[config.mk]
export PLATFORM = sky130hd
export DESIGN_NAME = renkon_mac_flat
export DESIGN_NICKNAME = d
export VERILOG_FILES = /design/src/hdl/renkon_cfg_pkg.sv /design/src/hdl/mac_bus.sv /design/src/hdl/renkon_mac.sv /design/src/flat_wrapper.sv
export SDC_FILE = /design/constraint.sdc
export NUM_CORES = 1
export LEC_CHECK = 0
export BUFFER_PORTS_ARGS = -buffer_cell sky130_fd_sc_hd__clkbuf_2
export CORE_AREA = 3 3 212 214
export CTS_CLUSTER_DIAMETER = 30
export DETAILED_ROUTE_END_ITERATION = 12
export DIE_AREA = 0 0 215 217
export PLACE_DENSITY = 0.66
export RECOVER_POWER = 25
export SLEW_MARGIN = 30
export SYNTH_ARGS = -nofsm -noshare
export SYNTH_HDL_FRONTEND = slang
export SYNTH_SLANG_ARGS = --single-unit
[constraint.sdc]
create_clock -name clk -period 10.01 [get_ports clk]
set_input_delay 1.5015 -clock clk [delete_from_list [all_inputs] [get_ports clk]]
set_output_delay 1.5015 -clock clk [all_outputs]
set_load 0.05 [all_outputs]
[src/hdl/renkon_cfg_pkg.sv]
package renkon_cfg_pkg;

  // signed pixel and weight word
  localparam int DWIDTH  = 16;

  // accumulator for the weighted sum
  localparam int AWIDTH  = 32;

  // counts and sizes from the host
  localparam int LWIDTH  = 8;

  // address widths of image and network memories
  localparam int IMGSIZE = 10;
  localparam int NETSIZE = 8;

  // weight registers in the mac
  localparam int MAX_IN  = 8;
  localparam int SELW    = 3;

endpackage

[src/hdl/mac_bus.sv]
`timescale 1ns/1ps

interface mac_bus;

  logic                               load;
  logic                               bias;
  logic                               start;
  logic                               valid;
  logic                               stop;
  logic                               tail;
  logic [renkon_cfg_pkg::SELW-1:0]    sel;

  modport master (output load, bias, start, valid, stop, tail, sel);

  modport slave  (input  load, bias, start, valid, stop, tail, sel);

endinterface

[src/hdl/renkon_mac.sv]
`timescale 1ns/1ps

module renkon_mac #(
  parameter int FRAC_BITS = 8
) (
  input  logic                                       clk,
  input  logic                                       xrst,
  mac_bus.slave                                      bus,
  input  logic signed [renkon_cfg_pkg::DWIDTH-1:0]   pix,
  input  logic signed [renkon_cfg_pkg::DWIDTH-1:0]   net,
  output logic                                       res_valid,
  output logic signed [renkon_cfg_pkg::DWIDTH-1:0]   res_data,
  output logic                                       res_tail
);

  localparam int DW = renkon_cfg_pkg::DWIDTH;
  localparam int AW = renkon_cfg_pkg::AWIDTH;
  localparam logic signed [AW-1:0] SAT_MAX = 2**(DW-1) - 1;
  localparam logic signed [AW-1:0] SAT_MIN = -(2**(DW-1));

  logic signed [DW-1:0] wreg [renkon_cfg_pkg::MAX_IN];
  logic signed [DW-1:0] breg;
  logic signed [AW-1:0] prod;
  logic signed [AW-1:0] acc;
  logic signed [AW-1:0] partial;
  logic signed [AW-1:0] sum;
  logic signed [AW-1:0] scaled;
  logic                 valid_d;
  logic                 start_d;
  logic                 stop_d;
  logic                 tail_d;

  always_ff @(posedge clk) begin
    if (bus.load) begin
      wreg[bus.sel] <= net;
    end
    if (bus.bias) begin
      breg <= net;
    end
  end

  // stage 1 product
  always_ff @(posedge clk) begin
    if (bus.valid) begin
      prod <= pix * wreg[bus.sel];
    end
  end

  always_ff @(posedge clk) begin
    if (!xrst) begin
      valid_d <= 1'b0;
      start_d <= 1'b0;
      stop_d  <= 1'b0;
      tail_d  <= 1'b0;
    end else begin
      valid_d <= bus.valid;
      start_d <= bus.start;
      stop_d  <= bus.stop;
      tail_d  <= bus.tail;
    end
  end

  // stage 2 accumulates and adds the bias only on the result path
  assign partial = (start_d ? '0 : acc) + prod;
  assign sum     = partial + AW'(breg);
  assign scaled  = sum >>> FRAC_BITS;

  always_ff @(posedge clk) begin
    if (valid_d) begin
      acc <= partial;
    end
    if (valid_d && stop_d) begin
      if (scaled > SAT_MAX) begin
        res_data <= SAT_MAX[DW-1:0];
      end else if (scaled < SAT_MIN) begin
        res_data <= SAT_MIN[DW-1:0];
      end else begin
        res_data <= scaled[DW-1:0];
      end
    end
  end

  always_ff @(posedge clk) begin
    if (!xrst) begin
      res_valid <= 1'b0;
      res_tail  <= 1'b0;
    end else begin
      res_valid <= valid_d && stop_d;
      res_tail  <= valid_d && stop_d && tail_d;
    end
  end

  a_marks_valid: assert property (@(posedge clk) disable iff (!xrst)
    (bus.start || bus.stop) |-> bus.valid);

  // a weight load must not meet a pixel that reads the weight registers
  a_load_valid: assert property (@(posedge clk) disable iff (!xrst)
    !(bus.load && bus.valid));

endmodule

[src/flat_wrapper.sv]
// flat-port wrapper written by rule: the top's interface ports become plain ports
module renkon_mac_flat 
#(
  parameter int FRAC_BITS = 8
)
  (clk, xrst, pix, net, res_valid, res_data, res_tail, bus_load, bus_bias, bus_start, bus_valid, bus_stop, bus_tail, bus_sel);
  mac_bus bus_i ();
  input  logic clk;
  input  logic xrst;
  input  logic signed [renkon_cfg_pkg::DWIDTH-1:0] pix;
  input  logic signed [renkon_cfg_pkg::DWIDTH-1:0] net;
  output logic res_valid;
  output logic signed [renkon_cfg_pkg::DWIDTH-1:0] res_data;
  output logic res_tail;
  input wire logic [$bits(bus_i.load)-1:0] bus_load;
  input wire logic [$bits(bus_i.bias)-1:0] bus_bias;
  input wire logic [$bits(bus_i.start)-1:0] bus_start;
  input wire logic [$bits(bus_i.valid)-1:0] bus_valid;
  input wire logic [$bits(bus_i.stop)-1:0] bus_stop;
  input wire logic [$bits(bus_i.tail)-1:0] bus_tail;
  input wire logic [$bits(bus_i.sel)-1:0] bus_sel;
  assign bus_i.load = bus_load;
  assign bus_i.bias = bus_bias;
  assign bus_i.start = bus_start;
  assign bus_i.valid = bus_valid;
  assign bus_i.stop = bus_stop;
  assign bus_i.tail = bus_tail;
  assign bus_i.sel = bus_sel;
  renkon_mac #(.FRAC_BITS(FRAC_BITS)) u_core (.clk(clk), .xrst(xrst), .bus(bus_i), .pix(pix), .net(net), .res_valid(res_valid), .res_data(res_data), .res_tail(res_tail));
endmodule
==> impl_metrics.yaml <==
outcome:
  outcome: "finished with violations"
  failed_checks: "max-capacitance violations, max-slew violations"
cells_and_area:
  drive_above_1_share_pct: 10.3
  final_common_cell: "inv_1"
  layoutNonFillerInstCount: 2685
  area_growth_pct: 12.8
  nets: 2508
  final_cell_mix: "inv_1, fa_1, edfxtp_1"
global_route:
  grt_pass1_wl_um: 80300
  grt_overflow: 0
  antenna_found_initial: 3
  grtUsageTotal_pct: 21.4
  first_global_vias: 15500
  grt_max_degree: 34
sta:
  drv_slew: 67
  fin_ws_ps: 1210
  worst_pin_slew_ps: 1970
  setup_violations: 0
  setup_tns_ps: 0
  fin_hold_ws_ps: 438
  skew_ps: 14.4
  hold_viol_final: 0
  max_slew_margin_pct: -31.4
  rsz0062_at_grt: "no"
  fin_crit_sh_pct: 87.9
  max_freq_ghz: 0.114
  post-route-min-period_ps: 8800
flow_run:
  maxCapViolCount: 2
clock_network:
  htreeDepth: 2
  numCtsBuffers: 52
  cts.path.max_buffers: 3
  tritoncts: "built"
  cts.reportedPaths.clkPinSlew_ps: 40
  cts_resized: 0
  root_buffer: "clkbuf_16"
  ctsHoldBuffers: 0
  cts.sinks: 230
  insertion_delay_ps: 560
  cts_setup_buffers: 0
route:
  via_count: 14600
  drt-wirelength-per-cell_um: 17.9
  vias_per_cell: 5.42
  drc: 0
  drt_iter0_drc: 908
  first_pass_iters: 5
  ant_nets: 0
  wirelength_um: 48000
setup_path:
  crit_path_top_delay_cell: "a2111oi_0"
  crit_family: "adder cells"
  crit_path_end_kind: "register"
  critPathMaxFanout: 18
  start_kind: "input port"
  worst-path-buf-inv: 8
  cpMostUsedCell: "fa_1"
  required_ps: 10310
  critPathKind: "in2reg"
  arrival_ps: 9100
  max_stage_delay_ps: 560
yosys:
  synth_area_um2: 21400
  ys_warn_count: 0
  syn_inst: 1982
  async_flop_share_pct: 0
  synth_nets: 2431
  ys_seq_area_share_pct: 31.9
  synth-edff-count: 224
  ys_seq_elements: 230
  synth.avg_cell_area_um2: 10.8
  synth_ff_type: "edfxtp_1"
  synthDistinctLibCells: 82
floorplan:
  placeableCoreArea_um2: 43100
  dieArea_um2: 46700
  die_w_um: 215
  rows: 76
  io_pins: 61
  dieHeight_um: 217
  start_util_pct: 49.8
place:
  dp_hpwl_um: 37600
  post-place-ws_ps: 647
  dpl.cell_count: 2588
  numPortBuffers: 60
  gp_congestion: 0.872
worst_hold_path:
  hp-class: "reg2reg"
[state kept, by name (all words and copies together), names as in the netlist]
| name | count |
|---|---|
| u_core.wreg | 128 |
| u_core.res_valid | 1 |
| u_core.stop_d | 1 |
| u_core.res_data | 16 |
| u_core.prod | 32 |
| u_core.res_tail | 1 |
| u_core.tail_d | 1 |
| u_core.start_d | 1 |
| u_core.breg | 16 |
| u_core.valid_d | 1 |
| u_core.acc | 32 |
[cells in the mapped netlist, types with 20 or more instances]
cell type | n | share of area, %
a21o_1 | 32 | 1.1
a21oi_1 | 67 | 1.6
a22oi_1 | 20 | 0.70
and2_1 | 114 | 3.3
clkbuf_1 | 51 | 0.89
edfxtp_1 | 224 | 31
fa_1 | 263 | 25
ha_1 | 143 | 8.3
inv_1 | 326 | 5.7
mux2i_1 | 29 | 1.4
nand2_1 | 170 | 3.0
nand3_1 | 33 | 0.77
nor2_1 | 73 | 1.3
nor2b_1 | 57 | 1.7
o21ai_0 | 35 | 0.82
xnor2_1 | 53 | 2.2
xor2_1 | 28 | 1.1
[cells by family (layout without fill, tap and decap cells)]
logic type | count (synthesis) | in the layout | share of synthesized area, %
DFF | 230 | 230 | 31.9
xor gates and xnor gates | 81 | 81 | 3.31
adders and majority gates | 406 | 406 | 32.9
and+or+nand+nor | 527 | 527 | 12.5
muxes | 50 | 50 | 2.56
buffers and inverters | 391 | 508 | 6.97
AOI/OAI and AO/OA | 297 | 297 | 9.78
other | 0 | 1 | 0
[final timing paths]
check	startpoint	end	slack, ps	cells past startpoint
setup / recovery	bus_sel[0]	u_core.prod[30]	1210	29
hold / removal	u_core.tail_d	u_core.res_tail	440	1
hold reg to reg	u_core.tail_d	u_core.res_tail	440	1
setup reg to reg	u_core.wreg[5][10]	u_core.prod[30]	2400	24
[cell type report]
type | count | area [um2]
Clock inverter | 37 | 422
Sequential cell | 230 | 6850
Antenna cell | 1 | 2.50
Tap cell | 585 | 732
Clock buffer | 57 | 1340
Timing Repair Buffer | 88 | 512
Fill cell | 3684 | 18900
Multi-Input combinational cell | 1361 | 13100
Inverter | 326 | 1220
[routing by layer]
metal	GRT usage, %	wire length [um]
met3	4.40	3150
met5	0	0
met1	29.8	21900
met2	34.6	22100
met4	5.24	870
[through the flow]
step           utilization [%]  area (um2)
6_report                  56.2       24200
5_1_grt                   56.1       24200
4_1_cts                   56.1       24200
3_5_place_dp              52.0       22400
3_3_place_gp              52.0       22400
2_1_floorplan                -       21400
[worst reg2reg max path, delay by kind of cell, from the launching register on]
kind / cells / cell delay, ps
buf+inv: 4 / 210
simple gates: 2 / 340
fa+ha+maj: 7 / 3350
compound gates: 9 / 2640
flops: 1 / 370
mux: 2 / 420
Power is not shown: default switching activity piles up to over one toggle a cycle in this logic, so the estimate is an artifact.
