===== src/hdl/renkon_cfg_pkg.sv =====
package renkon_cfg_pkg;

  // signed pixel and weight word
  localparam int DWIDTH  = 16;

  // accumulator for the weighted sum
  localparam int AWIDTH  = 32;

  // counts and sizes from the host
  localparam int LWIDTH  = 8;

  // address widths of image and network memories
  localparam int IMGSIZE = 10;
  localparam int NETSIZE = 8;

  // weight registers in the mac
  localparam int MAX_IN  = 8;
  localparam int SELW    = 3;

endpackage


===== src/hdl/renkon_writeback.sv =====
`timescale 1ns/1ps

module renkon_writeback (
  input  logic                                       clk,
  input  logic                                       xrst,
  input  logic                                       job_start,
  input  logic [renkon_cfg_pkg::IMGSIZE-1:0]         out_offset,
  input  logic                                       res_valid,
  input  logic signed [renkon_cfg_pkg::DWIDTH-1:0]   res_data,
  input  logic                                       res_tail,
  output logic                                       out_we,
  output logic [renkon_cfg_pkg::IMGSIZE-1:0]         out_waddr,
  output logic [renkon_cfg_pkg::DWIDTH-1:0]          out_wdata,
  output logic                                       map_done
);

  logic [renkon_cfg_pkg::IMGSIZE-1:0] waddr;

  // one running address over all output maps
  always_ff @(posedge clk) begin
    if (!xrst) begin
      out_we   <= 1'b0;
      map_done <= 1'b0;
      waddr    <= '0;
    end else begin
      out_we   <= res_valid;
      map_done <= res_valid && res_tail;
      if (job_start) begin
        waddr <= out_offset;
      end else if (out_we) begin
        waddr <= waddr + 1'b1;
      end
    end
  end

  always_ff @(posedge clk) begin
    if (res_valid) begin
      out_wdata <= res_data;
    end
  end

  assign out_waddr = waddr;

endmodule


===== config.mk =====
export PLATFORM = sky130hd
export DESIGN_NAME = renkon_writeback
export DESIGN_NICKNAME = d
export VERILOG_FILES = /design/src/hdl/renkon_cfg_pkg.sv /design/src/hdl/renkon_writeback.sv
export SDC_FILE = /design/constraint.sdc
export NUM_CORES = 1
export LEC_CHECK = 0
export BUFFER_PORTS_ARGS = -buffer_cell sky130_fd_sc_hd__clkbuf_2
export CAP_MARGIN = 20
export CORE_MARGIN = 2
export CORE_UTILIZATION = 30
export DETAILED_ROUTE_END_ITERATION = 10
export SYNTH_ARGS = -nofsm -noshare
export SYNTH_HDL_FRONTEND = slang
export SYNTH_SLANG_ARGS = --single-unit

===== constraint.sdc =====
create_clock -name clk -period 1.6 [get_ports clk]
set_clock_uncertainty 0.2 [all_clocks]
set_input_delay 0.16 -clock clk [delete_from_list [all_inputs] [get_ports clk]]
set_output_delay 0.16 -clock clk [all_outputs]
set_load 0.005 [all_outputs]

==> metrics.cfg, run 1 <==
[setup_path]
reg2reg_to=out_waddr[6]$_SDFFE_PN0P_
path_class=input port to flop
worstPathBufferInverterCount=3
cp-end-kind=flop
arrival_ns=1.53
path_max_fanout=1
slowest_delay_ns=0.56
r2r_start=out_waddr[0]$_SDFFE_PN0P_
required_ns=1.60
crit_path_start_kind=input port
r2r_cells=5
crit_slowest_cell=dlygate4sd3_1
crit_chain=dlygate4sd3_1, clkbuf_2, o21ai_0, dlygate4sd3_1, a21oi_1
ff2ff_setup_slack_ns=0.19
critPathTopFamily=buffers and inverters
crit_top_cell=dlygate4sd3_1

[pwr]
finalPower_mw=1.37
p_per_area_nw_per_um2=763
internal_power_mw=1.05
ir_worst_vdd_v=0.000378
p_leak_nw=0.773
pwr-share-clk_pct=21.1
p_sw_mw=0.311
sw_frac_of_total_pct=22.8
combPwrFrac_pct=16.8
seq_power_share_pct=62.1

[final_layout]
nFillCells=300
nets=214
insertedDiodeCount=0
multi_input_area_um2=333
drive_above_1_share_pct=36.5
regArea_um2=721
syn_to_final_growth_pct=66.5
fin_area_um2=1790
final_cells=227

[die]
dieWidth_um=63.8
initial_core_util_pct=31.7
core_um2=3390
std_cell_rows=21
fp.dieH_um=63.8
die_area_um2=4070
io_pins=59

[synthesis]
yosysSeqAreaShare_pct=67.1
synth_seq_cells=28
synth_area_um2=1070
synth.most_common_cell=edfxtp_1
synth_top_area_share_pct=44.8
syn-mean-instance-area_um2=12.6
async_reset_ff_share_pct=0
synth.area.top_cells=edfxtp_1 45%, dfxtp_1 22%, xnor2_1 4.9%, a21oi_1 4.2%, nor2_1 2.8%
yosysWarnings=0
netlist_instances=85
syn_nets=117
synthTopCellsByCount=16 x edfxtp_1, 12 x dfxtp_1, 9 x a21oi_1
synth_flop_cell=edfxtp_1
yosysTopAreaCell=edfxtp_1
synth_edf_count=16
synth.distinct_cells=21

[place]
post-dp-hpwl_mm=1.91
gp_routability_congestion=0.769
portBuffers=58
placed_cells=190
dpl_cell_area_um2=1430

[outcome]
status=completed

[global_route]
grt_max_degree=19
antenna_found_initial=0
track_usage_pct=13.4
grt_pass1_wl_mm=4.40
grt_overflow=0
first_global_vias=1003

[clock_tree]
clk_latency_ns=0.32
clkSlewWorstSetupHoldPaths_ns=0.15
tritoncts=done
cts_root_buffer=clkbuf_4
cts_buffer_depth=2
post_cts_buffers=0
h-tree-depth=1
cts_made_buffers=3
cts.sinks=28

[timing]
tightest_slew_ns=0.409
drv_slew=0
fmax_mhz=654
setup_violations=0
fin_setup_tns_ns=0
period_share_pct=95.6
rsz0062_at_grt=false
min_period_ns=1.53
slew_headroom_pct=72.7
hold_viol_final=0

[drt]
postRouteAntennaNets=0
via_per_inst=4.34
drtIter0Drc=24
wl_per_cell_um=11.3
drt-total-wl_mm=2.56
post-route-drc-count=0
vias=985
first_pass_iters=3

[run]
cap_violations=0

[min_path]
holdPathStages=3
hp-start=xrst
min_to=out_waddr[9]$_SDFFE_PN0P_
hold_path_class=input port to flop

-- per-layer routing --
layer	wire, µm	track usage, %	up-vias
li1	-	-	497
met1	1160	16.8	444
met2	1250	24.0	42
met3	149	2.46	2
met4	8	2.45	0
met5	0	0	-
-- layout make-up --
type,instances,share of cell area [%]
Timing Repair Buffer,94,36.0
Inverter,2,0.420
Clock buffer,4,1.47
Sequential cell,28,40.3
Tap cell,46,3.22
Multi-Input combinational cell,53,18.6
-- registers in the layout, summed over array words and instances, names as in the netlist --
name and flops:
out_wdata 16, map_done 1, out_waddr 10, out_we 1
-- timing repair --
action	CTS	global route
setup endpoints to repair	0	1
endpoints found under the hold margin	28	0
gates resized for setup	0	1
hold buffers	33	0
-- worst min-delay path, stage by stage --
cell,delay [ns]
clkbuf_2,0.14
nand3_1,0.15
o22ai_1,0.08
-- worst max-delay path by stage --
stage | from | endpoint | slack [ns] | cells after the start
4_1_cts | out_offset[3] | out_waddr[3]$_SDFFE_PN0P_ | 0.08 | 5
3_5_place_dp | out_waddr[1]$_SDFFE_PN0P_ | out_waddr[6]$_SDFFE_PN0P_ | 0.21 | 5
5_1_grt | out_offset[5] | out_waddr[5]$_SDFFE_PN0P_ | 0.04 | 5
3_3_place_gp | out_waddr[0]$_SDFFE_PN0P_ | out_waddr[2]$_SDFFE_PN0P_ | 0.27 | 5
6_report | out_offset[4] | out_waddr[4]$_SDFFE_PN0P_ | 0.07 | 5
2_1_floorplan | out_waddr[0]$_SDFFE_PN0P_ | out_waddr[6]$_SDFFE_PN0P_ | 0.30 | 5
-- cell usage in the layout (no fill, tap or decap) --
| cell type | n |
|---|---|
| a21oi_1 | 9 |
| and2_1 | 1 |
| and3_1 | 2 |
| buf_4 | 3 |
| clkbuf_1 | 1 |
| clkbuf_2 | 58 |
| clkbuf_4 | 3 |
| dfxtp_1 | 12 |
| dlygate4sd3_1 | 33 |
| edfxtp_1 | 16 |
| ha_1 | 1 |
| inv_1 | 2 |
| mux2i_1 | 2 |
| nand2_1 | 3 |
| nand3_1 | 4 |
| nand4_1 | 2 |
| nand4_2 | 1 |
| nor2_1 | 8 |
| nor3_2 | 1 |
| nor3b_1 | 3 |
| o21ai_0 | 3 |
| o21ai_1 | 1 |
| o22ai_1 | 3 |
| xnor2_1 | 6 |
| xor2_1 | 3 |
-- power groups by stage --
stage | logic, mW | registers, mW | clock network [mW]
6_report | 0.229 | 0.847 | 0.289
5_1_grt | 0.253 | 0.855 | 0.329
4_1_cts | 0.231 | 0.848 | 0.306
3_5_place_dp | 0.166 | 0.865 | 0
3_3_place_gp | 0.164 | 0.862 | 0
2_1_floorplan | 0.0507 | 0.867 | 0
-- metrics by stage --
step,hold slack [ns],util [%],setup WS [ns]
finish,0.0430,52.8,0.0705
global route,0.0489,52.8,0.0362
CTS,0.0344,52.8,0.0805
detailed placement,0.139,42.2,0.207
global placement,0.140,42.2,0.270
floorplan,0.0589,-,0.301
-- cell families after synthesis --
logic type | share of synthesized area, %
and+or+nand+nor | 12.8
DFF | 67.1
buffers and inverters | 1.86
muxes | 1.86
adders and majority gates | 1.17
xor gates and xnor gates | 7.34
AOI/OAI and AO/OA | 7.81
Power figures use the tool's default switching activity.
==> run 2: changes to the inputs <==
Settings changed: ABC_AREA from default to 1.
==> run 2 against run 1 <==
Against the previous run:
- sequential power is essentially flat
- combinational power shrank 13%
- final cell count grew 4.0%
- critical path type unchanged
- critical endpoint is now map_done$_SDFF_PN0_
- highest routed layer unchanged
==> metrics.cfg, run 2 <==
[min_path]
hp-start=out_offset[8]
hold_path_class=input port to flop
holdPathStages=3
min_to=out_waddr[8]$_SDFFE_PN0P_

[synthesis]
syn-mean-instance-area_um2=10.7
yosysWarnings=0
synthXorXnorAreaFrac_pct=2.32
synth_fa_ha_area_share_pct=1.10
synth_edf_count=16
yosysTopAreaCell=edfxtp_1
synth_top_family_by_area=simple AND/OR/NAND/NOR gates
synth_area_um2=1130
yosys.area_share.simple_pct=17.8
synth_compound_area_share_pct=10.7
syn_nets=138
synth_flop_cell=edfxtp_1
netlist_instances=106
synthTopCellsByCount=24 x nand2_1, 16 x edfxtp_1, 12 x dfxtp_1
yosysSeqAreaShare_pct=63.6
synth.area.top_cells=edfxtp_1 42%, dfxtp_1 21%, nand2_1 8.0%, a22oi_1 4.6%, nand3_1 4.0%
synth_seq_cells=28
synth_mux_area_share_pct=0
async_reset_ff_share_pct=0
synth.distinct_cells=21
synth.most_common_cell=nand2_1
synth_top_area_share_pct=42.4

[final_layout]
syn_to_final_growth_pct=53.9
insertedDiodeCount=0
largest_reg_flops=16
final_common_cell=clkbuf_2
nets=221
final_cells=236
most-common-layout-cells=58 x clkbuf_2, 24 x nand2_1, 21 x dlygate4sd3_1
top_register=out_wdata
drive_above_1_share_pct=37.2

[drt]
via_per_inst=4.37
vias=1032
post-route-drc-count=0
postRouteAntennaNets=0
drtIter0Drc=41
first_pass_iters=4
wl_per_cell_um=11.8
drt-total-wl_mm=2.79

[place]
post-dp-hpwl_mm=2.00
placed_cells=211
portBuffers=58
gp_routability_congestion=0.697

[clock_tree]
post_cts_resized=0
clkSlewWorstSetupHoldPaths_ns=0.09
cts_made_buffers=3
clk_latency_ns=0.26
cts_buffer_depth=2
cts.sinks=28
post_cts_buffers=0
hold_buffers=21
h-tree-depth=1
tritoncts=done
cts_root_buffer=clkbuf_8

[die]
io_pins=59
dieWidth_um=65.4
std_cell_rows=22
die_area_um2=4280
fp.dieH_um=65.4
core_um2=3630
initial_core_util_pct=31.2

[global_route]
grt_max_degree=18
track_usage_pct=13.2
antenna_found_initial=0
grt_pass1_wl_mm=4.38
first_global_vias=1014
grt_overflow=0

[setup_path]
r2r_cells=7
path_class=input port to flop
cp-end-kind=flop
ff2ff_setup_slack_ns=0.15
crit_path_start_kind=input port
arrival_ns=1.51
r2r_start=out_waddr[0]$_SDFFE_PN0P_
required_ns=1.56
path_max_fanout=5
reg2reg_to=out_waddr[8]$_SDFFE_PN0P_

[timing]
hold_viol_final=0
tightest_slew_ns=0.374
drv_slew=0
fmax_mhz=647
min_period_ns=1.55
rsz0062_at_grt=false
fin_setup_tns_ns=0
slew_headroom_pct=75.1
setup_violations=0
period_share_pct=96.7

[run]
cap_violations=0

[pwr]
p_per_area_nw_per_um2=840
p_leak_nw=0.797
ir_worst_vdd_v=0.000349

[outcome]
status=completed

run 2: cell count changes in the layout (fill, tap and decap cells not counted), sizes merged, moves of 3 or more:
cell,change
nand3,+7
xnor2,-4
nor3b,-3
buf,-3
inv,+10
dlygate4sd3,-12
o22ai,-3
nand4,-3
nand2,+22
a22oi,+7
run 2: cell families after synthesis:
kind of cell / after synthesis
xor+xnor: 3
buf+inv: 13
fa+ha+maj: 1
flops: 28
compound gates: 19
simple gates: 42
run 2: per-layer routing:
metal / track usage, % / part of all wire (%)
met3: 2.57 / 7.5
met2: 24.6 / 50
met4: 3.39 / 0.25
met1: 15.3 / 42
met5: 0 / 0
run 2: worst max-delay path by stage:
| stage | startpoint | endpoint | slack [ns] | cells after the start |
|---|---|---|---|---|
| 6_report | xrst | map_done$_SDFF_PN0_ | 0.05 | 5 |
| 5_1_grt | xrst | map_done$_SDFF_PN0_ | 0.003 | 5 |
| 4_1_cts | xrst | map_done$_SDFF_PN0_ | 0.05 | 5 |
| 3_5_place_dp | out_waddr[0]$_SDFFE_PN0P_ | out_waddr[8]$_SDFFE_PN0P_ | 0.17 | 7 |
| 3_3_place_gp | out_waddr[0]$_SDFFE_PN0P_ | out_waddr[8]$_SDFFE_PN0P_ | 0.22 | 7 |
| 2_1_floorplan | out_waddr[0]$_SDFFE_PN0P_ | out_waddr[8]$_SDFFE_PN0P_ | 0.25 | 7 |
run 2: critical path: stages:
cell,delay (ns)
dlygate4sd3_1,0.53
clkbuf_2,0.14
nand2_1,0.09
nor2_1,0.05
dlygate4sd3_1,0.54
run 2: power breakdown:
group          switching (mW)  internal (mW)
clock network           0.196          0.219
registers              0.0340          0.814
logic                  0.0862          0.114
run 2: layout make-up:
| type | count | area, µm² |
|---|---|---|
| repair buffers | 79 | 500 |
| multi-input cells | 65 | 362 |
| clock buffers | 4 | 55.1 |
| flip-flops and latches | 28 | 721 |
| inverters | 12 | 45.0 |
| fillers | 362 | 1890 |
| well taps | 48 | 60.1 |
run 2: per-stage QoR:
| step | power, mW | instance area (µm²) | hold WS, ns | util, % | worst slack [ns] |
|---|---|---|---|---|---|
| after global routing | 1.55 | 1740 | 0.0181 | 48.0 | 0.00345 |
| after CTS | 1.48 | 1740 | 0.00130 | 48.0 | 0.0546 |
| after detailed placement | 1.03 | 1480 | 0.139 | 40.7 | 0.173 |
| after global placement | 1.02 | 1480 | 0.137 | 40.7 | 0.219 |
| final | 1.46 | 1740 | 0.00337 | 48.0 | 0.0536 |
| after floorplan | 0.917 | 1130 | 0.0576 | - | 0.250 |
==> run 3: changes to the inputs <==
Settings changed: ABC_AREA 1 to default, CORE_UTILIZATION 30 to 43, PLACE_DENSITY from default to 0.78.
==> run 3 against run 2 <==
Against the previous run:
- power fell by 4.0%
- first-iteration DRC count fell by 63%
- global-route usage rose by 6.8 points
- combinational power rose by 15%
- clock power fell by 21%
- count of clock-buffer cells in the layout did not move
==> metrics.cfg, run 3 (synthesis results as in run 1) <==
[outcome]
status=completed

[pwr]
pwr-share-clk_pct=23.3
p_per_area_nw_per_um2=791
combPwrFrac_pct=16.4
p_sw_mw=0.309
seq_power_share_pct=60.3
ir_worst_vdd_v=0.000633
internal_power_mw=1.10
p_leak_nw=0.776
sw_frac_of_total_pct=22.0

[setup_path]
path_max_fanout=8
cp-end-kind=flop
arrival_ns=1.62
crit_path_start_kind=input port
path_class=input port to flop
required_ns=1.65

[timing]
period_share_pct=97.8
setup_ws_ns=0.0354
setup_violations=0
rsz0062_at_grt=false
min_period_ns=1.56
slew_headroom_pct=73.4
hold_viol_final=0
tightest_slew_ns=0.399
fmax_mhz=639
drv_slew=0
fin_setup_tns_ns=0

[global_route]
track_usage_pct=20.0
first_global_vias=964
antenna_found_initial=0
grt_overflow=0
grt_max_degree=19
grt_pass1_wl_mm=4.08

[final_layout]
syn_to_final_growth_pct=65.5
nFillCells=164
top_register=out_wdata
drive_above_1_share_pct=36.7
insertedDiodeCount=0
largest_reg_flops=16
final_common_cell=clkbuf_2
nets=213
post-route-util_pct=73.7
most-common-layout-cells=57 x clkbuf_2, 33 x dlygate4sd3_1, 16 x edfxtp_1

[die]
die_area_um2=2910
core_um2=2410
std_cell_rows=18
initial_core_util_pct=44.5
io_pins=59
dieWidth_um=54.0
fp.dieH_um=54.0

[place]
post-place-ws_ns=0.196
gp_routability_congestion=0.889
post-dp-hpwl_mm=1.80
portBuffers=58

[drt]
post-route-drc-count=0
first_pass_iters=4
vias=1011
drtIter0Drc=15
wl_per_cell_um=12.5
via_per_inst=4.81
postRouteAntennaNets=0
drt-total-wl_mm=2.62

[clock_tree]
cts_made_buffers=3
clkSlewWorstSetupHoldPaths_ns=0.14
cts_root_buffer=clkbuf_4
cts_buffer_depth=2
post_cts_buffers=0
cts.sinks=28
h-tree-depth=1
clk_latency_ns=0.31
tritoncts=done

[run]
cap_violations=0

[min_path]
hold_path_class=input port to flop

run 3: cell types whose count changed in the layout (fill, tap and decap cells not counted), sizes merged, moves of 4 or more:
cell	previous run	this run
nand3	11	4
inv	12	2
dlygate4sd3	21	33
nand2	25	3
xnor2	2	6
a22oi	7	0
run 3: final timing paths:
path	to	slack, ns	from	depth (start not counted)
worst max-delay path	out_waddr[6]$_SDFFE_PN0P_	0.04	xrst	5
worst min-delay path	out_waddr[0]$_SDFFE_PN0P_	0.08	job_start	3
worst max register to register	out_waddr[6]$_SDFFE_PN0P_	0.17	out_waddr[0]$_SDFFE_PN0P_	5
worst min register to register	out_waddr[9]$_SDFFE_PN0P_	0.40	out_waddr[9]$_SDFFE_PN0P_	2
run 3: layer usage:
layer / vias to the layer above / GRT usage [%] / wire length [µm]
met4: 0 / 7.69 / 33
met3: 4 / 3.89 / 260
li1: 499 / - / -
met2: 54 / 36.0 / 1320
met1: 454 / 23.1 / 1000
met5: - / 0 / 0
run 3: metrics by stage:
| step | instance area (µm²) | cells | power [mW] | hold slack [ns] |
|---|---|---|---|---|
| 2_1_floorplan | 1070 | 85 | 0.918 | 0.0589 |
| 3_3_place_gp | 1400 | 173 | 1.02 | 0.138 |
| 3_5_place_dp | 1400 | 173 | 1.03 | 0.140 |
| 4_1_cts | 1770 | 210 | 1.41 | 0.0761 |
| 5_1_grt | 1780 | 210 | 1.48 | 0.114 |
| 6_report | 1780 | 210 | 1.40 | 0.0816 |
run 3: area by class of cell:
cell class                      count  area [µm²]  area share (%)
Sequential cell                    28         721            40.6
Inverter                            2        7.51           0.423
Clock buffer                        4        36.3            2.04
Timing Repair Buffer               93         642            36.1
Multi-Input combinational cell     53         333            18.7
Tap cell                           30        37.5            2.11
run 3: timing repair:
action,in CTS,in global routing
endpoints found under the setup margin,0,5
hold endpoints to repair,28,0
resized for setup,0,4
hold buffers,33,0
run 3: power groups by stage:
stage / registers [mW] / clock network (mW) / logic [mW]
CTS: 0.847 / 0.335 / 0.229
detailed placement: 0.864 / 0 / 0.163
finish: 0.847 / 0.327 / 0.231
global placement: 0.861 / 0 / 0.158
global route: 0.854 / 0.366 / 0.255
floorplan: 0.867 / 0 / 0.0507
run 3: critical path, stage by stage:
cell and delay (ns):
dlygate4sd3_1 0.55, buf_6 0.13, o21ai_0 0.08, dlygate4sd3_1 0.57, a21oi_1 0.13
