$ cat config.mk
export PLATFORM = sky130hd
export DESIGN_NAME = renkon_ctrl_flat
export DESIGN_NICKNAME = d
export VERILOG_FILES = /design/src/hdl/renkon_cfg_pkg.sv /design/src/hdl/renkon_op_pkg.sv /design/src/hdl/mac_bus.sv /design/src/hdl/renkon_ctrl.sv /design/src/flat_wrapper.sv
export SDC_FILE = /design/constraint.sdc
export NUM_CORES = 1
export LEC_CHECK = 0
export BUFFER_PORTS_ARGS = -buffer_cell sky130_fd_sc_hd__buf_2
export CAP_MARGIN = 20
export CORE_ASPECT_RATIO = 1.2
export CORE_MARGIN = 2
export CORE_UTILIZATION = 45
export CTS_BUF_LIST = sky130_fd_sc_hd__clkbuf_2 sky130_fd_sc_hd__clkbuf_4 sky130_fd_sc_hd__clkbuf_8
export CTS_CLUSTER_DIAMETER = 100
export CTS_CLUSTER_SIZE = 24
export DETAILED_ROUTE_END_ITERATION = 6
export PLACE_DENSITY_LB_ADDON = 0.15
export SLEW_MARGIN = 30
export SYNTH_ARGS = -nofsm -noshare
export SYNTH_HDL_FRONTEND = slang
export SYNTH_SLANG_ARGS = --single-unit
$ cat constraint.sdc
create_clock -name clk -period 9.9 [get_ports clk]
set_input_delay 1.98 -clock clk [delete_from_list [all_inputs] [get_ports clk]]
set_output_delay 1.98 -clock clk [all_outputs]
set_load 0.005 [all_outputs]
$ cat src/hdl/renkon_cfg_pkg.sv
package renkon_cfg_pkg;

  // signed pixel and weight word
  localparam int DWIDTH  = 16;

  // accumulator for the weighted sum
  localparam int AWIDTH  = 32;

  // counts and sizes from the host
  localparam int LWIDTH  = 8;

  // address widths of image and network memories
  localparam int IMGSIZE = 10;
  localparam int NETSIZE = 8;

  // weight registers in the mac
  localparam int MAX_IN  = 8;
  localparam int SELW    = 3;

endpackage

$ cat src/hdl/renkon_op_pkg.sv
package renkon_op_pkg;

  // main phases of the core with one round per output map
  typedef enum logic [1:0] {
    S_WAIT    = 2'd0,
    S_NETWORK = 2'd1,
    S_INPUT   = 2'd2,
    S_OUTPUT  = 2'd3
  } core_state_t;

  // sub phase while the network is fetched
  typedef enum logic {
    S_W_WEIGHT = 1'b0,
    S_W_BIAS   = 1'b1
  } weight_phase_t;

endpackage

$ cat src/hdl/mac_bus.sv
`timescale 1ns/1ps

interface mac_bus;

  logic                               load;
  logic                               bias;
  logic                               start;
  logic                               valid;
  logic                               stop;
  logic                               tail;
  logic [renkon_cfg_pkg::SELW-1:0]    sel;

  modport master (output load, bias, start, valid, stop, tail, sel);

  modport slave  (input  load, bias, start, valid, stop, tail, sel);

endinterface

$ cat src/hdl/renkon_ctrl.sv
`timescale 1ns/1ps

module renkon_ctrl (
  input  logic                                  clk,
  input  logic                                  xrst,
  input  logic                                  req,
  input  logic [renkon_cfg_pkg::IMGSIZE-1:0]    in_offset,
  input  logic [renkon_cfg_pkg::NETSIZE-1:0]    net_offset,
  input  logic [renkon_cfg_pkg::LWIDTH-1:0]     total_in,
  input  logic [renkon_cfg_pkg::LWIDTH-1:0]     total_out,
  input  logic [renkon_cfg_pkg::LWIDTH-1:0]     img_size,
  input  logic                                  map_done,
  output logic                                  ack,
  output renkon_op_pkg::core_state_t            core_state,
  output logic [renkon_cfg_pkg::IMGSIZE-1:0]    img_raddr,
  output logic [renkon_cfg_pkg::NETSIZE-1:0]    net_raddr,
  output logic                                  job_start,
  mac_bus.master                                bus
);

  localparam int LW = renkon_cfg_pkg::LWIDTH;
  localparam int IW = renkon_cfg_pkg::IMGSIZE;
  localparam int NW = renkon_cfg_pkg::NETSIZE;
  localparam int SW = renkon_cfg_pkg::SELW;

  renkon_op_pkg::core_state_t    state;
  renkon_op_pkg::weight_phase_t  wphase;

  logic          req_r;
  logic          req_edge;
  logic [LW-1:0] total_in_r;
  logic [LW-1:0] total_out_r;
  logic [LW-1:0] count_in;
  logic [LW-1:0] count_out;
  logic [IW-1:0] in_offset_r;
  logic [IW-1:0] npix_r;
  logic [IW-1:0] pix;
  logic [IW-1:0] pix_base;
  logic [IW-1:0] img_ptr;
  logic [NW-1:0] net_ptr;
  logic          last_in;
  logic          last_pix;
  logic          last_out;
  logic          network_end;
  logic          input_end;
  logic          load_r;
  logic          bias_r;
  logic          start_r;
  logic          valid_r;
  logic          stop_r;
  logic          tail_r;
  logic [SW-1:0] sel_r;

//======================================================================
// job start and phase sequencing
//======================================================================

  assign req_edge    = req && !req_r;
  assign job_start   = req_edge && state == renkon_op_pkg::S_WAIT;
  assign last_in     = count_in == total_in_r - 1'b1;
  assign last_pix    = pix == npix_r - 1'b1;
  assign last_out    = count_out == total_out_r - 1'b1;
  assign network_end = state == renkon_op_pkg::S_NETWORK
                    && wphase == renkon_op_pkg::S_W_BIAS;
  assign input_end   = state == renkon_op_pkg::S_INPUT && last_in && last_pix;
  assign core_state  = state;

  always_ff @(posedge clk) begin
    if (!xrst) begin
      req_r <= 1'b0;
    end else begin
      req_r <= req;
    end
  end

  // job configuration
  always_ff @(posedge clk) begin
    if (job_start) begin
      in_offset_r <= in_offset;
      total_in_r  <= total_in;
      total_out_r <= total_out;
      npix_r      <= IW'(img_size) * IW'(img_size);
    end
  end

  always_ff @(posedge clk) begin
    if (!xrst) begin
      state     <= renkon_op_pkg::S_WAIT;
      count_out <= '0;
      ack       <= 1'b1;
    end else begin
      case (state)
        renkon_op_pkg::S_WAIT: begin
          if (job_start) begin
            state     <= renkon_op_pkg::S_NETWORK;
            count_out <= '0;
            ack       <= 1'b0;
          end
        end
        renkon_op_pkg::S_NETWORK: begin
          if (network_end) begin
            state <= renkon_op_pkg::S_INPUT;
          end
        end
        renkon_op_pkg::S_INPUT: begin
          if (input_end) begin
            state <= renkon_op_pkg::S_OUTPUT;
          end
        end
        renkon_op_pkg::S_OUTPUT: begin
          // wait for the writer to store the tail pixel
          if (map_done) begin
            if (last_out) begin
              state <= renkon_op_pkg::S_WAIT;
              ack   <= 1'b1;
            end else begin
              state     <= renkon_op_pkg::S_NETWORK;
              count_out <= count_out + 1'b1;
            end
          end
        end
        default: state <= renkon_op_pkg::S_WAIT;
      endcase
    end
  end

//======================================================================
// network fetch
//======================================================================

  // weights first and then one bias word
  always_ff @(posedge clk) begin
    if (!xrst) begin
      wphase   <= renkon_op_pkg::S_W_WEIGHT;
      count_in <= '0;
    end else if (state == renkon_op_pkg::S_NETWORK) begin
      case (wphase)
        renkon_op_pkg::S_W_WEIGHT: begin
          if (last_in) begin
            wphase   <= renkon_op_pkg::S_W_BIAS;
            count_in <= '0;
          end else begin
            count_in <= count_in + 1'b1;
          end
        end
        default: wphase <= renkon_op_pkg::S_W_WEIGHT;
      endcase
    end else if (state == renkon_op_pkg::S_INPUT) begin
      count_in <= last_in ? '0 : count_in + 1'b1;
    end else begin
      count_in <= '0;
    end
  end

  // network words are contiguous over all maps
  always_ff @(posedge clk) begin
    if (!xrst) begin
      net_ptr <= '0;
    end else if (job_start) begin
      net_ptr <= net_offset;
    end else if (state == renkon_op_pkg::S_NETWORK) begin
      net_ptr <= net_ptr + 1'b1;
    end
  end

  assign net_raddr = net_ptr;

//======================================================================
// input stream
//======================================================================

  // input maps vary fastest with a stride of one map
  always_ff @(posedge clk) begin
    if (!xrst) begin
      pix      <= '0;
      pix_base <= '0;
      img_ptr  <= '0;
    end else if (network_end) begin
      pix      <= '0;
      pix_base <= in_offset_r;
      img_ptr  <= in_offset_r;
    end else if (state == renkon_op_pkg::S_INPUT) begin
      if (last_in) begin
        pix      <= pix + 1'b1;
        pix_base <= pix_base + 1'b1;
        img_ptr  <= pix_base + 1'b1;
      end else begin
        img_ptr  <= img_ptr + npix_r;
      end
    end
  end

  assign img_raddr = img_ptr;

  // marks delayed to meet the memory read data
  always_ff @(posedge clk) begin
    if (!xrst) begin
      load_r  <= 1'b0;
      bias_r  <= 1'b0;
      valid_r <= 1'b0;
      start_r <= 1'b0;
      stop_r  <= 1'b0;
      tail_r  <= 1'b0;
      sel_r   <= '0;
    end else begin
      load_r  <= state == renkon_op_pkg::S_NETWORK
              && wphase == renkon_op_pkg::S_W_WEIGHT;
      bias_r  <= network_end;
      valid_r <= state == renkon_op_pkg::S_INPUT;
      start_r <= state == renkon_op_pkg::S_INPUT && count_in == '0;
      stop_r  <= state == renkon_op_pkg::S_INPUT && last_in;
      tail_r  <= input_end;
      sel_r   <= count_in[SW-1:0];
    end
  end

  assign bus.load  = load_r;
  assign bus.bias  = bias_r;
  assign bus.valid = valid_r;
  assign bus.start = start_r;
  assign bus.stop  = stop_r;
  assign bus.tail  = tail_r;
  assign bus.sel   = sel_r;

  // the writer only finishes a map while the core drains it
  a_done_in_output: assert property (@(posedge clk) disable iff (!xrst)
    map_done |-> state == renkon_op_pkg::S_OUTPUT);

  a_job_config: assert property (@(posedge clk) disable iff (!xrst)
    job_start |-> total_in != '0 && total_in <= renkon_cfg_pkg::MAX_IN
              && total_out != '0 && img_size != '0);

endmodule

$ cat src/flat_wrapper.sv
// flat-port wrapper written by rule: the top's interface ports become plain ports
module renkon_ctrl_flat 
  (clk, xrst, req, in_offset, net_offset, total_in, total_out, img_size, map_done, ack, core_state, img_raddr, net_raddr, job_start, bus_load, bus_bias, bus_start, bus_valid, bus_stop, bus_tail, bus_sel);
  mac_bus bus_i ();
  input  logic clk;
  input  logic xrst;
  input  logic req;
  input  logic [renkon_cfg_pkg::IMGSIZE-1:0] in_offset;
  input  logic [renkon_cfg_pkg::NETSIZE-1:0] net_offset;
  input  logic [renkon_cfg_pkg::LWIDTH-1:0] total_in;
  input  logic [renkon_cfg_pkg::LWIDTH-1:0] total_out;
  input  logic [renkon_cfg_pkg::LWIDTH-1:0] img_size;
  input  logic map_done;
  output logic ack;
  output renkon_op_pkg::core_state_t core_state;
  output logic [renkon_cfg_pkg::IMGSIZE-1:0] img_raddr;
  output logic [renkon_cfg_pkg::NETSIZE-1:0] net_raddr;
  output logic job_start;
  output wire logic [$bits(bus_i.load)-1:0] bus_load;
  output wire logic [$bits(bus_i.bias)-1:0] bus_bias;
  output wire logic [$bits(bus_i.start)-1:0] bus_start;
  output wire logic [$bits(bus_i.valid)-1:0] bus_valid;
  output wire logic [$bits(bus_i.stop)-1:0] bus_stop;
  output wire logic [$bits(bus_i.tail)-1:0] bus_tail;
  output wire logic [$bits(bus_i.sel)-1:0] bus_sel;
  assign bus_load = bus_i.load;
  assign bus_bias = bus_i.bias;
  assign bus_start = bus_i.start;
  assign bus_valid = bus_i.valid;
  assign bus_stop = bus_i.stop;
  assign bus_tail = bus_i.tail;
  assign bus_sel = bus_i.sel;
  renkon_ctrl u_core (.clk(clk), .xrst(xrst), .req(req), .in_offset(in_offset), .net_offset(net_offset), .total_in(total_in), .total_out(total_out), .img_size(img_size), .map_done(map_done), .ack(ack), .core_state(core_state), .img_raddr(img_raddr), .net_raddr(net_raddr), .job_start(job_start), .bus(bus_i));
endmodule
==> flow_metrics.tcl, run 1 <==
set metrics [dict create \
    outcome "finished clean" \
    initial_utilization 0.462 \
    num_rows 47 \
    synth_cell_types 63 \
    post_cts_buffers 0 \
    cts.clk_slew.worst_paths_ps 100 \
    syn_inst 681 \
    syn2layout_area_growth_pct 11.3 \
    grtUsageTotal 0.185 \
    synth-seq-area-share 0.378 \
    clk_latency_ps 400 \
    arrival_ps 3420 \
    via_count 4981 \
    syn-num-nets 783 \
    cp.required_ps 7920 \
    syn_area_per_cell_um2 9.37 \
    drt-total-wl_um 13700 \
    fp.dieH_um 134 \
    tightest_slew_ps 939 \
    clk_path_buf_depth 2 \
    layout_commonest_cell "buf_2" \
    fill_cells 1291 \
    hold_viol 0 \
    synthFlopType "dfxtp_1" \
    place.gp.congestion 0.789 \
    port_buffers 76 \
    synth_edf_count 35 \
    slew-limit-headroom 0.366 \
    wl_per_cell_um 14.9 \
    tritoncts "done" \
    finalClockSkew_ps 9.19 \
    layout_common_cells "76 x buf_2, 68 x dfxtp_1, 55 x nor2_1, 46 x inv_1, 42 x nand2_1" \
    max_freq_ghz 0.185 \
    peakVddDrop_mv 0.108 \
    cts_root_buf "clkbuf_8" \
    startpoint_type "input port" \
    cts_htree_levels 3 \
    async_flop_share 0 \
    dr.pass1.iters 5 \
    hpwl_um 10300 \
    drt-initial-drc-count 233 \
    syn_area_um2 6380 \
    worstSetupStartpoint "req" \
    cap_violations 0 \
    die-area_um2 15100 \
    grt_pass1_vias 4921 \
    dpl_cell_area_um2 6890 \
    slew_viol_final 0 \
    tns_ps 0 \
    cts.sinks 103 \
    cts_hold_buffers 0 \
    core_area_um2 13800 \
    finalCritPeriodShare 0.546 \
    top_layer "met4" \
    hold_class "reg2reg" \
    layout-drive-gt1-share 0.140 \
    synth-seq-cells 103 \
    ys_warn_count 0 \
    end_kind "output pin" \
    grt_pass1_wl_um 22800 \
    ant_nets 0 \
    nets 849 \
    drc 0 \
    powerDensity_nw_per_um2 201 \
    critPathKind "in2out" \
    antenna_found_initial 0 \
    leakage_nw 3.05 \
    setup_viol_count_final 0 \
    viasPerCell 5.40 \
    met2_length_um 6960 \
    chipWidth_um 113 \
    wl_met3_um 602 \
    drt-met1-wl_um 5990 \
    finish.instance_area_um2 7100 \
    min_from "u_core.ack" \
    rsz0062_at_grt "no" \
    num_antenna_cells 0 \
    min_period_ps 5400 \
    cts_resized 0 \
    overflow 0 \
    numCtsBuffers 9 \
    timing.rr.start "u_core.core_state[1]" \
    grt_max_degree 37 \
    io_pins 77 \
    crit_fanout 36 \
]
==> per-layer routing <==
layer	vias to the layer above	global-route usage
met5	-	0
met4	0	0.0596
met3	15	0.0380
met2	98	0.327
met1	2352	0.226
li1	2516	-
==> worst paths after layout <==
| check | endpoint | slack (ps) | cells past startpoint |
|---|---|---|---|
| setup / recovery | job_start | 4500 | 5 |
| hold reg to reg | u_core.ack | 490 | 2 |
| setup reg to reg | u_core.count_in[7] | 6770 | 7 |
| hold / removal | u_core.ack | 490 | 2 |
==> critical path: stages <==
cell and delay (ps):
buf_2 90, nand3b_1 500, inv_1 170, buf_4 460, buf_2 210
==> layout make-up <==
class / count / area [um2] / share of cell area
Clock buffer: 9 / 124 / 0.0174
Multi-Input combinational cell: 507 / 3700 / 0.521
Sequential cell: 103 / 2410 / 0.340
Inverter: 48 / 180 / 0.0254
Timing Repair Buffer: 78 / 395 / 0.0557
Clock inverter: 7 / 78.8 / 0.0111
Tap cell: 171 / 214 / 0.0301
==> metrics by stage <==
stage          hold WS, ps   util  power, mW  instances  setup WS (ps)
2_1_floorplan          439      -       1.00        681           4660
3_3_place_gp           467  0.499       1.13        907           4550
3_5_place_dp           467  0.499       1.15        907           4500
4_1_cts                496  0.513       1.44        923           4500
5_1_grt                517  0.514       1.53        923           4360
6_report               492  0.514       1.42        923           4500
==> cell families after synthesis <==
family          share of synthesized area
simple gates                        0.192
mux                                0.0188
xor+xnor                            0.108
fa+ha+maj                           0.131
buf+inv                            0.0434
flops                               0.378
compound gates                      0.128
==> cells in the mapped netlist, drive strengths merged (2+ instances only) <==
library cell / n / share of area
dfxtp: 68 / 0.21
nor2: 55 / 0.032
inv: 46 / 0.027
nand2: 43 / 0.026
xnor2: 41 / 0.056
ha: 38 / 0.075
xor2: 38 / 0.052
edfxtp: 35 / 0.16
a21oi: 32 / 0.025
o21ai: 32 / 0.025
and2: 25 / 0.025
nand3: 21 / 0.016
fa: 18 / 0.056
clkbuf: 17 / 0.010
and3: 14 / 0.014
nand4: 14 / 0.014
a211oi: 13 / 0.015
mux2i: 12 / 0.019
nor3: 12 / 0.0094
a21o: 10 / 0.012
nor2b: 9 / 0.0088
nand2b: 7 / 0.0069
or3: 7 / 0.0069
a31oi: 6 / 0.0059
buf: 6 / 0.0051
nor3b: 5 / 0.0059
o211ai: 5 / 0.0075
o21bai: 5 / 0.0059
or4: 5 / 0.0065
nor4: 4 / 0.0039
and3b: 3 / 0.0041
nand3b: 3 / 0.0035
o21a: 3 / 0.0035
or2: 3 / 0.0029
a311oi: 2 / 0.0027
clkinv: 2 / 0.0012
o221ai: 2 / 0.0027
o31ai: 2 / 0.0024
==> flip-flops by register name (all words and copies together) (netlist names), 3 cells and up <==
name                count
u_core.img_raddr       10
u_core.in_offset_r     10
u_core.pix             10
u_core.pix_base        10
u_core.npix_r           9
u_core.count_in         8
u_core.count_out        8
u_core.net_raddr        8
u_core.total_in_r       8
u_core.total_out_r      8
u_core.bus.sel          3
==> report_power, final <==
group          leakage (nW)  internal (mW)  switching, mW
sequential            0.881          0.525         0.0742
combinational          2.06          0.241          0.302
clock                 0.106          0.121          0.162
total                  3.05          0.886          0.538
Note: power is estimated with default switching activity, not from simulation.
==> inputs of run 2 (changes only) <==
==> constraint.sdc (replaced) <==
create_clock -name clk -period 5.1 [get_ports clk]
set_input_delay 1.02 -clock clk [delete_from_list [all_inputs] [get_ports clk]]
set_output_delay 1.02 -clock clk [all_outputs]
set_load 0.005 [all_outputs]
==> run 2 against run 1 <==
Utilization up 0.26 points. Sequential cell count unchanged. Critical endpoint is now u_core.npix_r[9]. Count of clock-buffer cells in the layout up 2. Final area up 0.51%. Highest routed layer unchanged.
==> flow_metrics.tcl, run 2 (synthesized netlist as in run 1, its figures left out) <==
set metrics [dict create \
    outcome "finished clean" \
    layout_common_cells "76 x buf_2, 68 x dfxtp_1, 55 x nor2_1, 46 x inv_1, 42 x nand2_1" \
    drc 0 \
    p_total_mw 2.81 \
    initial_utilization 0.462 \
    setup_viol_count_final 0 \
    nets 851 \
    grt_pass1_vias 4910 \
    finalClockSkew_ps 14.6 \
    hold_viol 0 \
    clk_path_buf_depth 2 \
    leakage_nw 3.07 \
    io_pins 77 \
    end_kind "register" \
    tns_ps 0 \
    cts.clk_slew.worst_paths_ps 100 \
    critPathSlowestCell "fa_1" \
    place.gp.congestion 0.831 \
    die-area_um2 15100 \
    wl_per_cell_um 14.9 \
    timing.reg2reg.setup_slack_ps 1910 \
    tightest_slew_ps 986 \
    crit_fanout 10 \
    viasPerCell 5.45 \
    worstPathCellList "buf_2, nand2_1, fa_1, inv_1, fa_1, ha_1, inv_1, fa_1, inv_1, ha_1, a21oi_1, nor2_1, nor2_1, o21bai_1, a21oi_1, xnor2_1" \
    slew_viol_final 0 \
    layout.cells.non_filler 925 \
    dr.pass1.iters 7 \
    layout-drive-gt1-share 0.142 \
    chipWidth_um 113 \
    layout_commonest_cell "buf_2" \
    finalCritPeriodShare 0.792 \
    cp.required_ps 5240 \
    clk_latency_ps 400 \
    hold_depth 2 \
    reg2reg_depth 7 \
    port_buffers 76 \
    arrival_ps 4180 \
    rsz0062_at_grt "no" \
    slew-limit-headroom 0.334 \
    via_count 5037 \
    critPathKind "in2reg" \
    place_inst 909 \
    max_freq_ghz 0.248 \
    drt-initial-drc-count 261 \
    num_rows 47 \
    cts_resized 0 \
    slowest_delay_ps 520 \
    post_cts_buffers 0 \
    num_antenna_cells 0 \
    numCtsBuffers 9 \
    syn2layout_area_growth_pct 11.9 \
    cap_violations 0 \
    core_area_um2 13800 \
    cts.sinks 103 \
    hold_class "reg2reg" \
    ant_nets 0 \
    hpwl_um 10400 \
    peakVddDrop_mv 0.238 \
    tritoncts "done" \
    powerDensity_nw_per_um2 394 \
    startpoint_type "input port" \
    grt_pass1_wl_um 22900 \
    cts_root_buf "clkbuf_8" \
    cts_htree_levels 3 \
    drt-total-wl_um 13800 \
    min_period_ps 4040 \
    fp.dieH_um 134 \
    grtUsageTotal 0.188 \
    antenna_found_initial 0 \
    grt_max_degree 32 \
    cts_hold_buffers 0 \
    overflow 0 \
]
-- run 2: cell type report --
cell class              count  area (um2)
fillers                  1291        6680
multi-input cells         507        3700
flip-flops and latches    103        2410
repair buffers             80         410
well taps                 171         214
inverters                  48         180
clock buffers              11         145
clock inverters             5        78.8
-- run 2: worst paths after layout --
path | startpoint | to
max | img_size[0] | u_core.npix_r[9]
min | u_core.ack | u_core.ack
max reg2reg | u_core.core_state[1] | u_core.count_in[7]
min reg2reg | u_core.ack | u_core.ack
-- run 2: through the flow --
stage | hold slack, ps | util | setup WS, ps | area (um2)
floorplan | 439 | - | 816 | 6380
global placement | 467 | 0.500 | 758 | 6910
detailed placement | 464 | 0.500 | 622 | 6910
CTS | 493 | 0.516 | 1050 | 7130
global route | 521 | 0.516 | 769 | 7140
finish | 492 | 0.516 | 1060 | 7140
-- run 2: metal layers --
metal  part of all wire  global-route usage
met1               0.45               0.227
met2               0.50               0.329
met3              0.038              0.0316
met4              0.019              0.0772
met5                  0                   0
-- run 2: where the power goes --
part           leakage, nW  switching [mW]  internal, mW
clock network        0.117           0.291         0.296
logic                 2.07           0.593         0.471
registers            0.881           0.141          1.02
total                 3.07            1.03          1.79
-- run 2: critical path: cells and delay by family --
| family | cells | cell delay, ps |
|---|---|---|
| compound gates | 3 | 420 |
| simple gates | 3 | 340 |
| fa+ha+maj | 5 | 1970 |
| xor+xnor | 1 | 80 |
| buf+inv | 4 | 340 |
==> inputs of run 3 (changes only) <==
==> constraint.sdc (replaced) <==
create_clock -name clk -period 3.4 [get_ports clk]
set_input_delay 0.68 -clock clk [delete_from_list [all_inputs] [get_ports clk]]
set_output_delay 0.68 -clock clk [all_outputs]
set_load 0.005 [all_outputs]
==> run 3 against run 2 <==
Largest power group is now combinational logic. The run now ends with negative setup slack left. Worst hold slack got worse by 38 ps. Die area did not move. Via count rose by 1.6%.
==> flow_metrics.tcl, run 3 (synthesized netlist as in run 1, its figures left out) <==
set metrics [dict create \
    fp.dieH_um 134 \
    tritoncts "done" \
    hpwl_um 10900 \
    max_freq_ghz 0.294 \
    grtUsageTotal 0.195 \
    finish.instance_area_um2 7440 \
    wl_per_cell_um 15.1 \
    fill_cells 1281 \
    via_count 5117 \
    path_buf_inv 3 \
    timing.hold.ws_ps 454 \
    layout.cells.non_filler 951 \
    peakVddDrop_mv 0.374 \
    die-area_um2 15100 \
    cp_top_family "adder cells" \
    numCtsBuffers 9 \
    cts_root_buf "clkbuf_8" \
    overflow 0 \
    min_period_ps 3400 \
    worstPathCellList "buf_2, and2_4, fa_1, inv_1, fa_1, fa_1, fa_1, inv_2, ha_4, a21oi_2, xnor2_1" \
    clk_latency_ps 390 \
    num_antenna_cells 0 \
    cts.sinks 103 \
    dr.pass1.iters 5 \
    ff_latch_area_um2 2410 \
    hold_class "in2reg" \
    cts_htree_levels 3 \
    initial_utilization 0.462 \
    num_rows 47 \
    leakage_nw 3.21 \
    dp_slack_ps -476 \
    setup_viol_count_final 1 \
    crit_fanout 3 \
    finalCritPeriodShare 1.00 \
    layout_common_cells "71 x buf_2, 68 x dfxtp_1, 55 x nor2_1, 43 x inv_1, 41 x xnor2_1" \
    place.gp.congestion 0.856 \
    clk_path_buf_depth 2 \
    drc 0 \
    ant_nets 0 \
    layout-drive-gt1-share 0.197 \
    syn2layout_area_growth_pct 16.7 \
    nets 877 \
    cts.clk_slew.worst_paths_ps 100 \
    startpoint_type "input port" \
    io_pins 77 \
    hold_viol 0 \
    antenna_found_initial 0 \
    layout_commonest_cell "buf_2" \
    violations "negative setup slack" \
    cpMostUsedCell "fa_1" \
    cts_hold_buffers 0 \
    slew-limit-headroom 0.519 \
    drt-initial-drc-count 269 \
    tns_ps -3.06 \
    powerDensity_nw_per_um2 582 \
    slew_viol_final 0 \
    finalClockSkew_ps 16.2 \
    end_kind "register" \
    core_area_um2 13800 \
    critPathSlowestCell "fa_1" \
    viasPerCell 5.38 \
    p_total_mw 4.33 \
    grt_pass1_wl_um 23700 \
    grt_max_degree 32 \
    dpl_cell_area_um2 7190 \
    place_inst 934 \
    arrival_ps 3540 \
    multi_input_area_um2 3800 \
    drt-total-wl_um 14300 \
    finish.utilization 0.539 \
    critPathKind "in2reg" \
    grt_pass1_vias 4964 \
    outcome "finished with violations" \
    slowest_delay_ps 540 \
    port_buffers 76 \
    tightest_slew_ps 715 \
    rsz0062_at_grt "yes" \
    cap_violations 0 \
    cp.required_ps 3540 \
    fin_ws_ps -3.06 \
    chipWidth_um 113 \
]
==> run 3: path summary, 6_finish.rpt <==
path	startpoint	slack (ps)	cells after the start	to
worst max register to register	u_core.total_in_r[0]	520	8	u_core.pix_base[6]
worst max-delay path	img_size[6]	-3	11	u_core.npix_r[9]
worst min register to register	u_core.in_offset_r[0]	470	1	u_core.img_raddr[0]
worst min-delay path	in_offset[9]	450	1	u_core.in_offset_r[9]
==> run 3: layout make-up <==
cell class | instances | area share
multi-input combinational | 507 | 0.511
sequential | 103 | 0.324
timing repair buffer | 106 | 0.0835
tap | 171 | 0.0287
inverter | 48 | 0.0242
clock buffer | 12 | 0.0222
clock inverter | 4 | 0.00672
==> run 3: layer usage <==
metal	vias up	global-route usage	wire length, um
met5	-	0	0
met4	0	0.0657	265
met3	22	0.0334	470
met2	94	0.350	7340
met1	2431	0.237	6240
li1	2570	-	-
==> run 3: worst register-to-register path: cells and delay by family (launching register included) <==
kind,cells,cell delay [ps]
XOR/XNOR,1,160
flip-flops,1,460
AND/OR/NAND/NOR,3,1230
buffers and inverters,1,260
AO/OA/AOI/OAI,3,690
==> run 3: timing repair <==
action,4_1_cts,5_1_grt
endpoints found under the setup margin,2,2
buffers inserted,0,1
resized for setup,6,6
cloned,0,0
pin swaps,1,6
==> run 3: where the power goes <==
part | internal (mW) | total (mW) | switching [mW]
logic | 0.818 | 1.76 | 0.943
clock network | 0.403 | 0.838 | 0.435
registers | 1.53 | 1.73 | 0.204
total | 2.75 | 4.33 | 1.58
